File: src/source/riscv_v_pkg.sv
//############################################################
// Widths and codes shared by the vector bitwise unit
// Op code 2'd3 is unused and every lane decodes it as XOR
// SEW codes select 1, 2, 4 or 8 bytes per element
//############################################################

package riscv_v_pkg;

    // One datapath lane carries one byte
    localparam int unsigned BYTE_WIDTH = 8;

    typedef logic [BYTE_WIDTH-1:0] byte_t;

    // Bitwise operation code
    typedef logic [1:0] bw_op_t;

    localparam bw_op_t BW_OP_AND = 2'd0;
    localparam bw_op_t BW_OP_OR  = 2'd1;
    localparam bw_op_t BW_OP_XOR = 2'd2;

    // Element size code, as in vtype.vsew
    typedef logic [1:0] sew_t;

    localparam sew_t SEW_8  = 2'd0;
    localparam sew_t SEW_16 = 2'd1;
    localparam sew_t SEW_32 = 2'd2;
    localparam sew_t SEW_64 = 2'd3;

    // Bytes covered by one element of the given size
    function automatic int unsigned sew_bytes(sew_t sew);
        case (sew)
            SEW_8:   return 1;
            SEW_16:  return 2;
            SEW_32:  return 4;
            SEW_64:  return 8;
            default: return 1;
        endcase
    endfunction

endpackage

File: src/source/riscv_v_bw_lane.sv
//############################################################
// Single byte lane of the bitwise unit, combinational
// Unused op code falls through to XOR
//############################################################

`timescale 1ns/100ps

module riscv_v_bw_lane (
    input  riscv_v_pkg::bw_op_t op,
    input  riscv_v_pkg::byte_t  a,
    input  riscv_v_pkg::byte_t  b,
    output riscv_v_pkg::byte_t  s
);

    import riscv_v_pkg::*;

    // Operation select for one byte pair
    always_comb begin
        case (op)
            BW_OP_AND: begin
                s = a & b;
            end
            BW_OP_OR: begin
                s = a | b;
            end
            // BW_OP_XOR and the spare code
            default: begin
                s = a ^ b;
            end
        endcase
    end

endmodule

File: src/source/riscv_v_bw_operand_prep.sv
//############################################################
// Operand routing for the bitwise lanes, fully combinational
// Reduction chain flows from high lanes down to element 0
// Invalid srcb bytes become the identity of op
//############################################################

`timescale 1ns/100ps

module riscv_v_bw_operand_prep #(
    parameter int NUM_BYTES = 8
) (
    input  riscv_v_pkg::bw_op_t                  op,
    input  riscv_v_pkg::sew_t                    sew,
    input  logic                                 is_reduct,
    input  riscv_v_pkg::byte_t [NUM_BYTES-1:0]   srca,
    input  riscv_v_pkg::byte_t [NUM_BYTES-1:0]   srcb,
    input  logic [NUM_BYTES-1:0]                 srcb_valid,
    // Combinational lane results, read back for the chain
    input  riscv_v_pkg::byte_t [NUM_BYTES-1:0]   lane_s,
    output riscv_v_pkg::byte_t [NUM_BYTES-1:0]   lane_a,
    output riscv_v_pkg::byte_t [NUM_BYTES-1:0]   lane_b
);

    import riscv_v_pkg::*;

    // Identity of the operation
    // AND keeps a byte with all ones, OR and XOR with zero
    byte_t b_identity;

    assign b_identity = (op == BW_OP_AND) ? {BYTE_WIDTH{1'b1}} : '0;

    for (genvar i = 0; i < NUM_BYTES; i++) begin : gen_prep
        // Chain source of this lane, one entry per SEW code
        byte_t red_src [4];

        for (genvar k = 0; k < 4; k++) begin : gen_red_src
            // Element size in bytes for SEW code k
            localparam int ELEM = 1 << k;

            if (i + ELEM < NUM_BYTES) begin : gen_chain
                // Same byte position, one element higher
                assign red_src[k] = lane_s[i+ELEM];
            end else begin : gen_scalar
                // Top element starts the chain with the scalar
                // Matching byte of srca element 0
                assign red_src[k] = srca[i+ELEM-NUM_BYTES];
            end
        end

        // Element-wise ops take srca as is
        // Only higher lanes are read, so no loop exists for any sew
        assign lane_a[i] = is_reduct ? red_src[sew] : srca[i];

        // Masked bytes leave the result as srca op identity
        assign lane_b[i] = srcb_valid[i] ? srcb[i] : b_identity;
    end

endmodule

File: src/source/riscv_v_bw_result_reg.sv
//############################################################
// Output stage, one cycle after in_valid
// Reduction keeps only element 0, upper bytes read zero
// No back-pressure, result_valid lasts a single cycle
//############################################################

`timescale 1ns/100ps

module riscv_v_bw_result_reg #(
    parameter int NUM_BYTES = 8
) (
    input  logic                                 clk,
    input  logic                                 rst_n,
    input  logic                                 in_valid,
    input  logic                                 is_reduct,
    input  riscv_v_pkg::sew_t                    sew,
    input  riscv_v_pkg::byte_t [NUM_BYTES-1:0]   lane_s,
    output riscv_v_pkg::byte_t [NUM_BYTES-1:0]   result,
    output logic                                 result_valid
);

    import riscv_v_pkg::*;

    // Lane results after the reduction mask
    byte_t [NUM_BYTES-1:0] masked;

    // Element 0 spans the low sew_bytes lanes
    always_comb begin
        for (int i = 0; i < NUM_BYTES; i++) begin
            if (is_reduct && (i >= sew_bytes(sew))) begin
                masked[i] = '0;
            end else begin
                masked[i] = lane_s[i];
            end
        end
    end

    // Word is captured only on an accepted operation
    always_ff @(posedge clk or negedge rst_n) begin
        if (!rst_n) begin
            result       <= '0;
            result_valid <= 1'b0;
        end else begin
            // Strobe follows in_valid by one cycle
            result_valid <= in_valid;
            if (in_valid) begin
                result <= masked;
            end
        end
    end

endmodule

File: src/source/riscv_v_bw_unit.sv
//############################################################
// Bitwise block of the vector ALU, AND OR XOR and reductions
// NUM_BYTES must be a power of two and at least 8
// One op per cycle, result one cycle later, no back-pressure
//############################################################

`timescale 1ns/100ps

module riscv_v_bw_unit #(
    parameter int NUM_BYTES = 8
) (
    input  logic                                 clk,
    input  logic                                 rst_n,
    // One-cycle strobe per operation
    input  logic                                 in_valid,
    input  riscv_v_pkg::bw_op_t                  op,
    input  riscv_v_pkg::sew_t                    sew,
    input  logic                                 is_reduct,
    input  riscv_v_pkg::byte_t [NUM_BYTES-1:0]   srca,
    input  riscv_v_pkg::byte_t [NUM_BYTES-1:0]   srcb,
    input  logic [NUM_BYTES-1:0]                 srcb_valid,
    output riscv_v_pkg::byte_t [NUM_BYTES-1:0]   result,
    output logic                                 result_valid
);

    import riscv_v_pkg::*;

    // Width check at elaboration
    if ((NUM_BYTES < 8) || ((NUM_BYTES & (NUM_BYTES - 1)) != 0)) begin : gen_bad_width
        $error("NUM_BYTES must be a power of two, at least 8");
    end

    // Per-lane operands and combinational results
    byte_t [NUM_BYTES-1:0] lane_a;
    byte_t [NUM_BYTES-1:0] lane_b;
    byte_t [NUM_BYTES-1:0] lane_s;

    riscv_v_bw_operand_prep #(
        .NUM_BYTES (NUM_BYTES)
    ) u_operand_prep (
        .op         (op),
        .sew        (sew),
        .is_reduct  (is_reduct),
        .srca       (srca),
        .srcb       (srcb),
        .srcb_valid (srcb_valid),
        .lane_s     (lane_s),
        .lane_a     (lane_a),
        .lane_b     (lane_b)
    );

    // One lane per byte of the datapath word
    for (genvar i = 0; i < NUM_BYTES; i++) begin : gen_lane
        riscv_v_bw_lane u_lane (
            .op (op),
            .a  (lane_a[i]),
            .b  (lane_b[i]),
            .s  (lane_s[i])
        );
    end

    riscv_v_bw_result_reg #(
        .NUM_BYTES (NUM_BYTES)
    ) u_result_reg (
        .clk          (clk),
        .rst_n        (rst_n),
        .in_valid     (in_valid),
        .is_reduct    (is_reduct),
        .sew          (sew),
        .lane_s       (lane_s),
        .result       (result),
        .result_valid (result_valid)
    );

endmodule

File: config.mk
export PLATFORM = sky130hd
export DESIGN_NAME = riscv_v_bw_unit
export DESIGN_NICKNAME = d
export VERILOG_FILES = /design/src/source/riscv_v_pkg.sv /design/src/source/riscv_v_bw_lane.sv /design/src/source/riscv_v_bw_operand_prep.sv /design/src/source/riscv_v_bw_result_reg.sv /design/src/source/riscv_v_bw_unit.sv
export SDC_FILE = /design/constraint.sdc
export NUM_CORES = 1
export LEC_CHECK = 0
export CORE_UTILIZATION = 36
export DETAILED_ROUTE_END_ITERATION = 16
export DONT_BUFFER_PORTS = 1
export PLACE_DENSITY_LB_ADDON = 0.3
export SYNTH_ARGS = -nofsm -noshare
export SYNTH_HDL_FRONTEND = slang
export SYNTH_HIERARCHICAL = 1
export SYNTH_SLANG_ARGS = --single-unit
File: constraint.sdc
create_clock -name clk -period 0.8 [get_ports clk]
set_input_delay 0.08 -clock clk [delete_from_list [all_inputs] [get_ports clk]]
set_output_delay 0.08 -clock clk [all_outputs]
set_load 0.1 [all_outputs]
==> qor.log <==
INFO  status         outcome=finished, violations left
INFO  status         violations_in_the_final_reports=hold timing, setup timing
INFO  sta            timing.clock.skew=0ns
INFO  sta            timing.fmax=113MHz
INFO  cts            clkLatencyLatePin=0.33ns
INFO  floorplan      fp.coreArea=27,800µm²
INFO  synth          synth_top_family_by_area=compound AO/OA/AOI/OAI gates
INFO  run            reported_max_cap_violation_count=0
INFO  synth          synthesis.area_per_instance=8.48µm²
INFO  floorplan      die_w=170µm
INFO  sta            layout_setup_ws=-8.04ns
INFO  synth          synth_top_area_share=0.160
INFO  min_path       timing.hold.worst.class=input port to asynchronous set/reset pin
INFO  floorplan      starting_utilization_of_the_core_area=0.366
INFO  routing        initialDrtViolationCount=748
INFO  routing        drt_drc_violations_left=0
INFO  synth          syn-cell-area=10,200µm²
INFO  routing        vias=9,742
INFO  routing        total_length_of_routed_wires=39,400µm
INFO  sta            setup_viol=129
INFO  cts            number_of_sinks_on_the_clock_net=65
INFO  critical_path  regToRegStartpoint=u_result_reg/result[2]
INFO  placed_design  place_ws=-8.36ns
INFO  synth          synth_top_cell_by_area=sky130_fd_sc_hd__dfrtp_1
INFO  cts            tritoncts.num_buffers=9
INFO  global_route   first_global_vias=9,259
INFO  critical_path  worst-setup-path-type=input port to flip-flop
INFO  placed_design  dp_hpwl=28,700µm
INFO  synth          postSynthNetCount=1,469
INFO  global_route   grt_antenna_before_repair=1
INFO  sta            timing.slew.headroom=0.562
INFO  synth          synthesis_stage_register_bit_count=65
INFO  critical_path  timing.critical_path.from_type=input port
INFO  global_route   global_route_wire_length_before_repair=56,200µm
INFO  critical_path  timing.reg2reg.worst_path_depth=1
INFO  sta            final_period_minus_worst_setup_slack=8.84ns
INFO  cts            cts_root_buf=sky130_fd_sc_hd__clkbuf_16
INFO  critical_path  timing.reg2reg.setup_slack=-0.03ns
INFO  sta            rsz0062_at_grt=yes
INFO  critical_path  timing.critical_path.to_type=flip-flop
INFO  critical_path  worst_ep_required_time=1.02ns
INFO  power_and_ir_drop leakagePower=0.00716µW
INFO  layout         fill_cells=2,429
INFO  synth          ys_seq_area_frac=0.160
INFO  synth          synth.area.top_cells=sky130_fd_sc_hd__dfrtp_1 16%, sky130_fd_sc_hd__ha_1 16%, sky130_fd_sc_hd__inv_1 6.8%, sky130_fd_sc_hd__o31ai_2 5.9%, sky130_fd_sc_hd__mux2i_1 5.7%
INFO  synth          yosysWarnings=6
INFO  layout         num_antenna_cells=0
INFO  floorplan      floorplan.rows=61
INFO  layout         final_nets=1,691
INFO  placed_design  buffer_ports.inserted=0
INFO  layout         post_route_cells_drive_above_1_share=0.551
INFO  routing        ant_nets=0
INFO  critical_path  crit-reg2reg-capture=u_result_reg/result[2]
INFO  synth          area_fraction_in_and_or_nand_and_nor_cells_after_synthesis=0.149
INFO  floorplan      fp.dieArea=28,900µm²
INFO  synth          synth_xor_xnor_area_share=0
INFO  sta            final-max-slew-violation-count=0
INFO  synth          netlist_instances=1,197
INFO  critical_path  critPathSlowestCell=sky130_fd_sc_hd__o31a_1
INFO  power_and_ir_drop vdd_drop_max=0.00103V
INFO  critical_path  cp_common_cell=sky130_fd_sc_hd__o31a_1
INFO  placed_design  gp_congestion=0.873
INFO  routing        avgViaCountPerCell=5.41
INFO  floorplan      dieHeight=170µm
INFO  global_route   grt_usage=0.261
INFO  sta            fin_worst_hold_slack=-0.554ns
INFO  sta            layout_worst_path_cycle_share=11.0
INFO  layout         combined_area_of_the_multi_input_logic_cells=8540µm²
INFO  global_route   grt_start_max_net_pins=130
INFO  cts            cts_htree_levels=3
INFO  layout         layout.area.seq=1710µm²
INFO  routing        drt_pre_antenna_iters=5
INFO  critical_path  crit_fanout=129
INFO  layout         area.growth.synth_to_final=47.4%
INFO  synth          post_synth_fa_ha_maj_area_fraction=0.158
INFO  synth          count_of_different_cell_masters_after_synthesis=37
INFO  power_and_ir_drop cellPowerDensity=1630nW/µm²
INFO  cts            clk_pin_slew=0.06ns
INFO  critical_path  critPathArrivalTime=9.05ns
INFO  global_route   grt_remaining_overflow=0
INFO  sta            tightest_slew=0.656ns
INFO  cts            ctsLongestPathBuffers=2
INFO  sta            setup_total_negative_slack=-296.23ns
INFO  sta            hold_violations=97
INFO  synth          synth_compound_area_frac=0.287
INFO  floorplan      floorplan.io_pins=209
INFO  synth          yosys-mux-area-fraction=0.113
INFO  routing        wire_per_inst=21.9µm
INFO  cts            tritoncts=built
INFO  critical_path  critical-path-max-stage-delay=0.31ns
## routing by layer
layer,GRT usage,vias to the layer above,part of all wire
met4,0.0756,0,0.037
met2,0.432,407,0.46
met5,0,-,0
li1,-,4536,-
met3,0.0730,86,0.090
met1,0.329,4713,0.41
## layout make-up
| type | count | share of cell area |
|---|---|---|
| Tap cell | 378 | 0.0316 |
| Multi-Input combinational cell | 862 | 0.570 |
| Timing Repair Buffer | 294 | 0.214 |
| Clock buffer | 10 | 0.0160 |
| Sequential cell | 65 | 0.114 |
| Clock inverter | 5 | 0.00694 |
| Inverter | 187 | 0.0474 |
## logic make-up (layout without fill, tap and decap cells)
group           Yosys count  count (layout)
flops                    65              65
buf+inv                 270             496
mux                      99              99
compound gates          349             349
fa+ha+maj               128             128
simple gates            286             286
## metrics by stage
step	hold WS [ns]	util	total power [µW]	cells	instance area (µm²)
after floorplan	-0.216	-	13600	1197	10900
after global placement	-0.211	0.451	16700	1718	12500
after detailed placement	-0.211	0.451	16900	1718	12500
after CTS	-0.569	0.504	23000	1783	14000
after global routing	-0.571	0.539	25400	1801	15000
final	-0.554	0.539	24400	1801	15000
## registers in the layout, indices dropped and copies added, names as in the netlist
signal                     flops
u_result_reg/result           64
u_result_reg/result_valid      1
## cell usage in the layout (no fill, tap or decap), types with 31 or more instances in the layout
master	instances
sky130_fd_sc_hd__a21o_1	64
sky130_fd_sc_hd__a22oi_1	32
sky130_fd_sc_hd__and2_4	42
sky130_fd_sc_hd__buf_12	56
sky130_fd_sc_hd__buf_4	181
sky130_fd_sc_hd__buf_6	50
sky130_fd_sc_hd__dfrtp_2	64
sky130_fd_sc_hd__ha_1	58
sky130_fd_sc_hd__ha_2	58
sky130_fd_sc_hd__inv_1	182
sky130_fd_sc_hd__mux2_4	39
sky130_fd_sc_hd__mux2i_1	55
sky130_fd_sc_hd__nand2_1	61
sky130_fd_sc_hd__nand2_2	36
sky130_fd_sc_hd__nand2b_1	31
sky130_fd_sc_hd__nor2_2	40
sky130_fd_sc_hd__nor2b_1	31
sky130_fd_sc_hd__o22ai_1	35
sky130_fd_sc_hd__o22ai_2	53
sky130_fd_sc_hd__o31ai_4	42
## where the power goes
part           internal (µW)  switching [µW]  total, µW
Sequential              3870             560       4430
Clock                   3110            1470       4580
Combinational           6950            8400      15300
## what timing repair did
| item | in CTS | in global routing |
|---|---|---|
| setup buffers | 57 | 22 |
| endpoints found under the hold margin | 130 | 130 |
| pin swaps | 56 | 46 |
| endpoints found under the setup margin | 129 | 129 |
| gates cloned | 2 | 1 |
| resized for setup | 188 | 179 |
## worst max-delay path by stage
stage                start                      to  depth (start not counted)
detailed placement  sew[0]  u_result_reg/result[2]                         52
CTS                  op[0]  u_result_reg/result[3]                         58
global placement    sew[0]  u_result_reg/result[0]                         58
global route         op[1]  u_result_reg/result[5]                         59
floorplan            op[0]  u_result_reg/result[6]                         58
finish               op[0]  u_result_reg/result[2]                         55
## synthesized netlist by cell type
cell,n
sky130_fd_sc_hd__a21boi_2,2
sky130_fd_sc_hd__a21o_1,64
sky130_fd_sc_hd__a21oi_1,13
sky130_fd_sc_hd__a21oi_2,19
sky130_fd_sc_hd__a22oi_1,32
sky130_fd_sc_hd__a2bb2oi_1,31
sky130_fd_sc_hd__a31oi_1,1
sky130_fd_sc_hd__and2_1,49
sky130_fd_sc_hd__buf_12,1
sky130_fd_sc_hd__buf_2,17
sky130_fd_sc_hd__buf_4,27
sky130_fd_sc_hd__buf_6,21
sky130_fd_sc_hd__buf_8,3
sky130_fd_sc_hd__clkbuf_1,13
sky130_fd_sc_hd__clkbuf_2,1
sky130_fd_sc_hd__dfrtp_1,65
sky130_fd_sc_hd__ha_1,128
sky130_fd_sc_hd__inv_1,184
sky130_fd_sc_hd__inv_2,2
sky130_fd_sc_hd__inv_6,1
sky130_fd_sc_hd__mux2_2,14
sky130_fd_sc_hd__mux2_4,27
sky130_fd_sc_hd__mux2i_1,58
sky130_fd_sc_hd__nand2_1,104
sky130_fd_sc_hd__nand2b_1,38
sky130_fd_sc_hd__nand2b_4,1
sky130_fd_sc_hd__nor2_1,26
sky130_fd_sc_hd__nor2_2,24
sky130_fd_sc_hd__nor2_4,8
sky130_fd_sc_hd__nor2b_1,34
sky130_fd_sc_hd__nor3b_2,1
sky130_fd_sc_hd__o21ai_1,32
sky130_fd_sc_hd__o22ai_1,60
sky130_fd_sc_hd__o22ai_2,31
sky130_fd_sc_hd__o31a_1,16
sky130_fd_sc_hd__o31ai_2,48
sky130_fd_sc_hd__or2_1,1
## critical path: cells and delay by family
family / cells / cell delay [ns]
buf+inv: 6 / 0.59
simple gates: 10 / 1.20
compound gates: 23 / 3.74
fa+ha+maj: 8 / 1.73
mux: 8 / 1.63
Note: power is estimated with default switching activity, not from simulation.
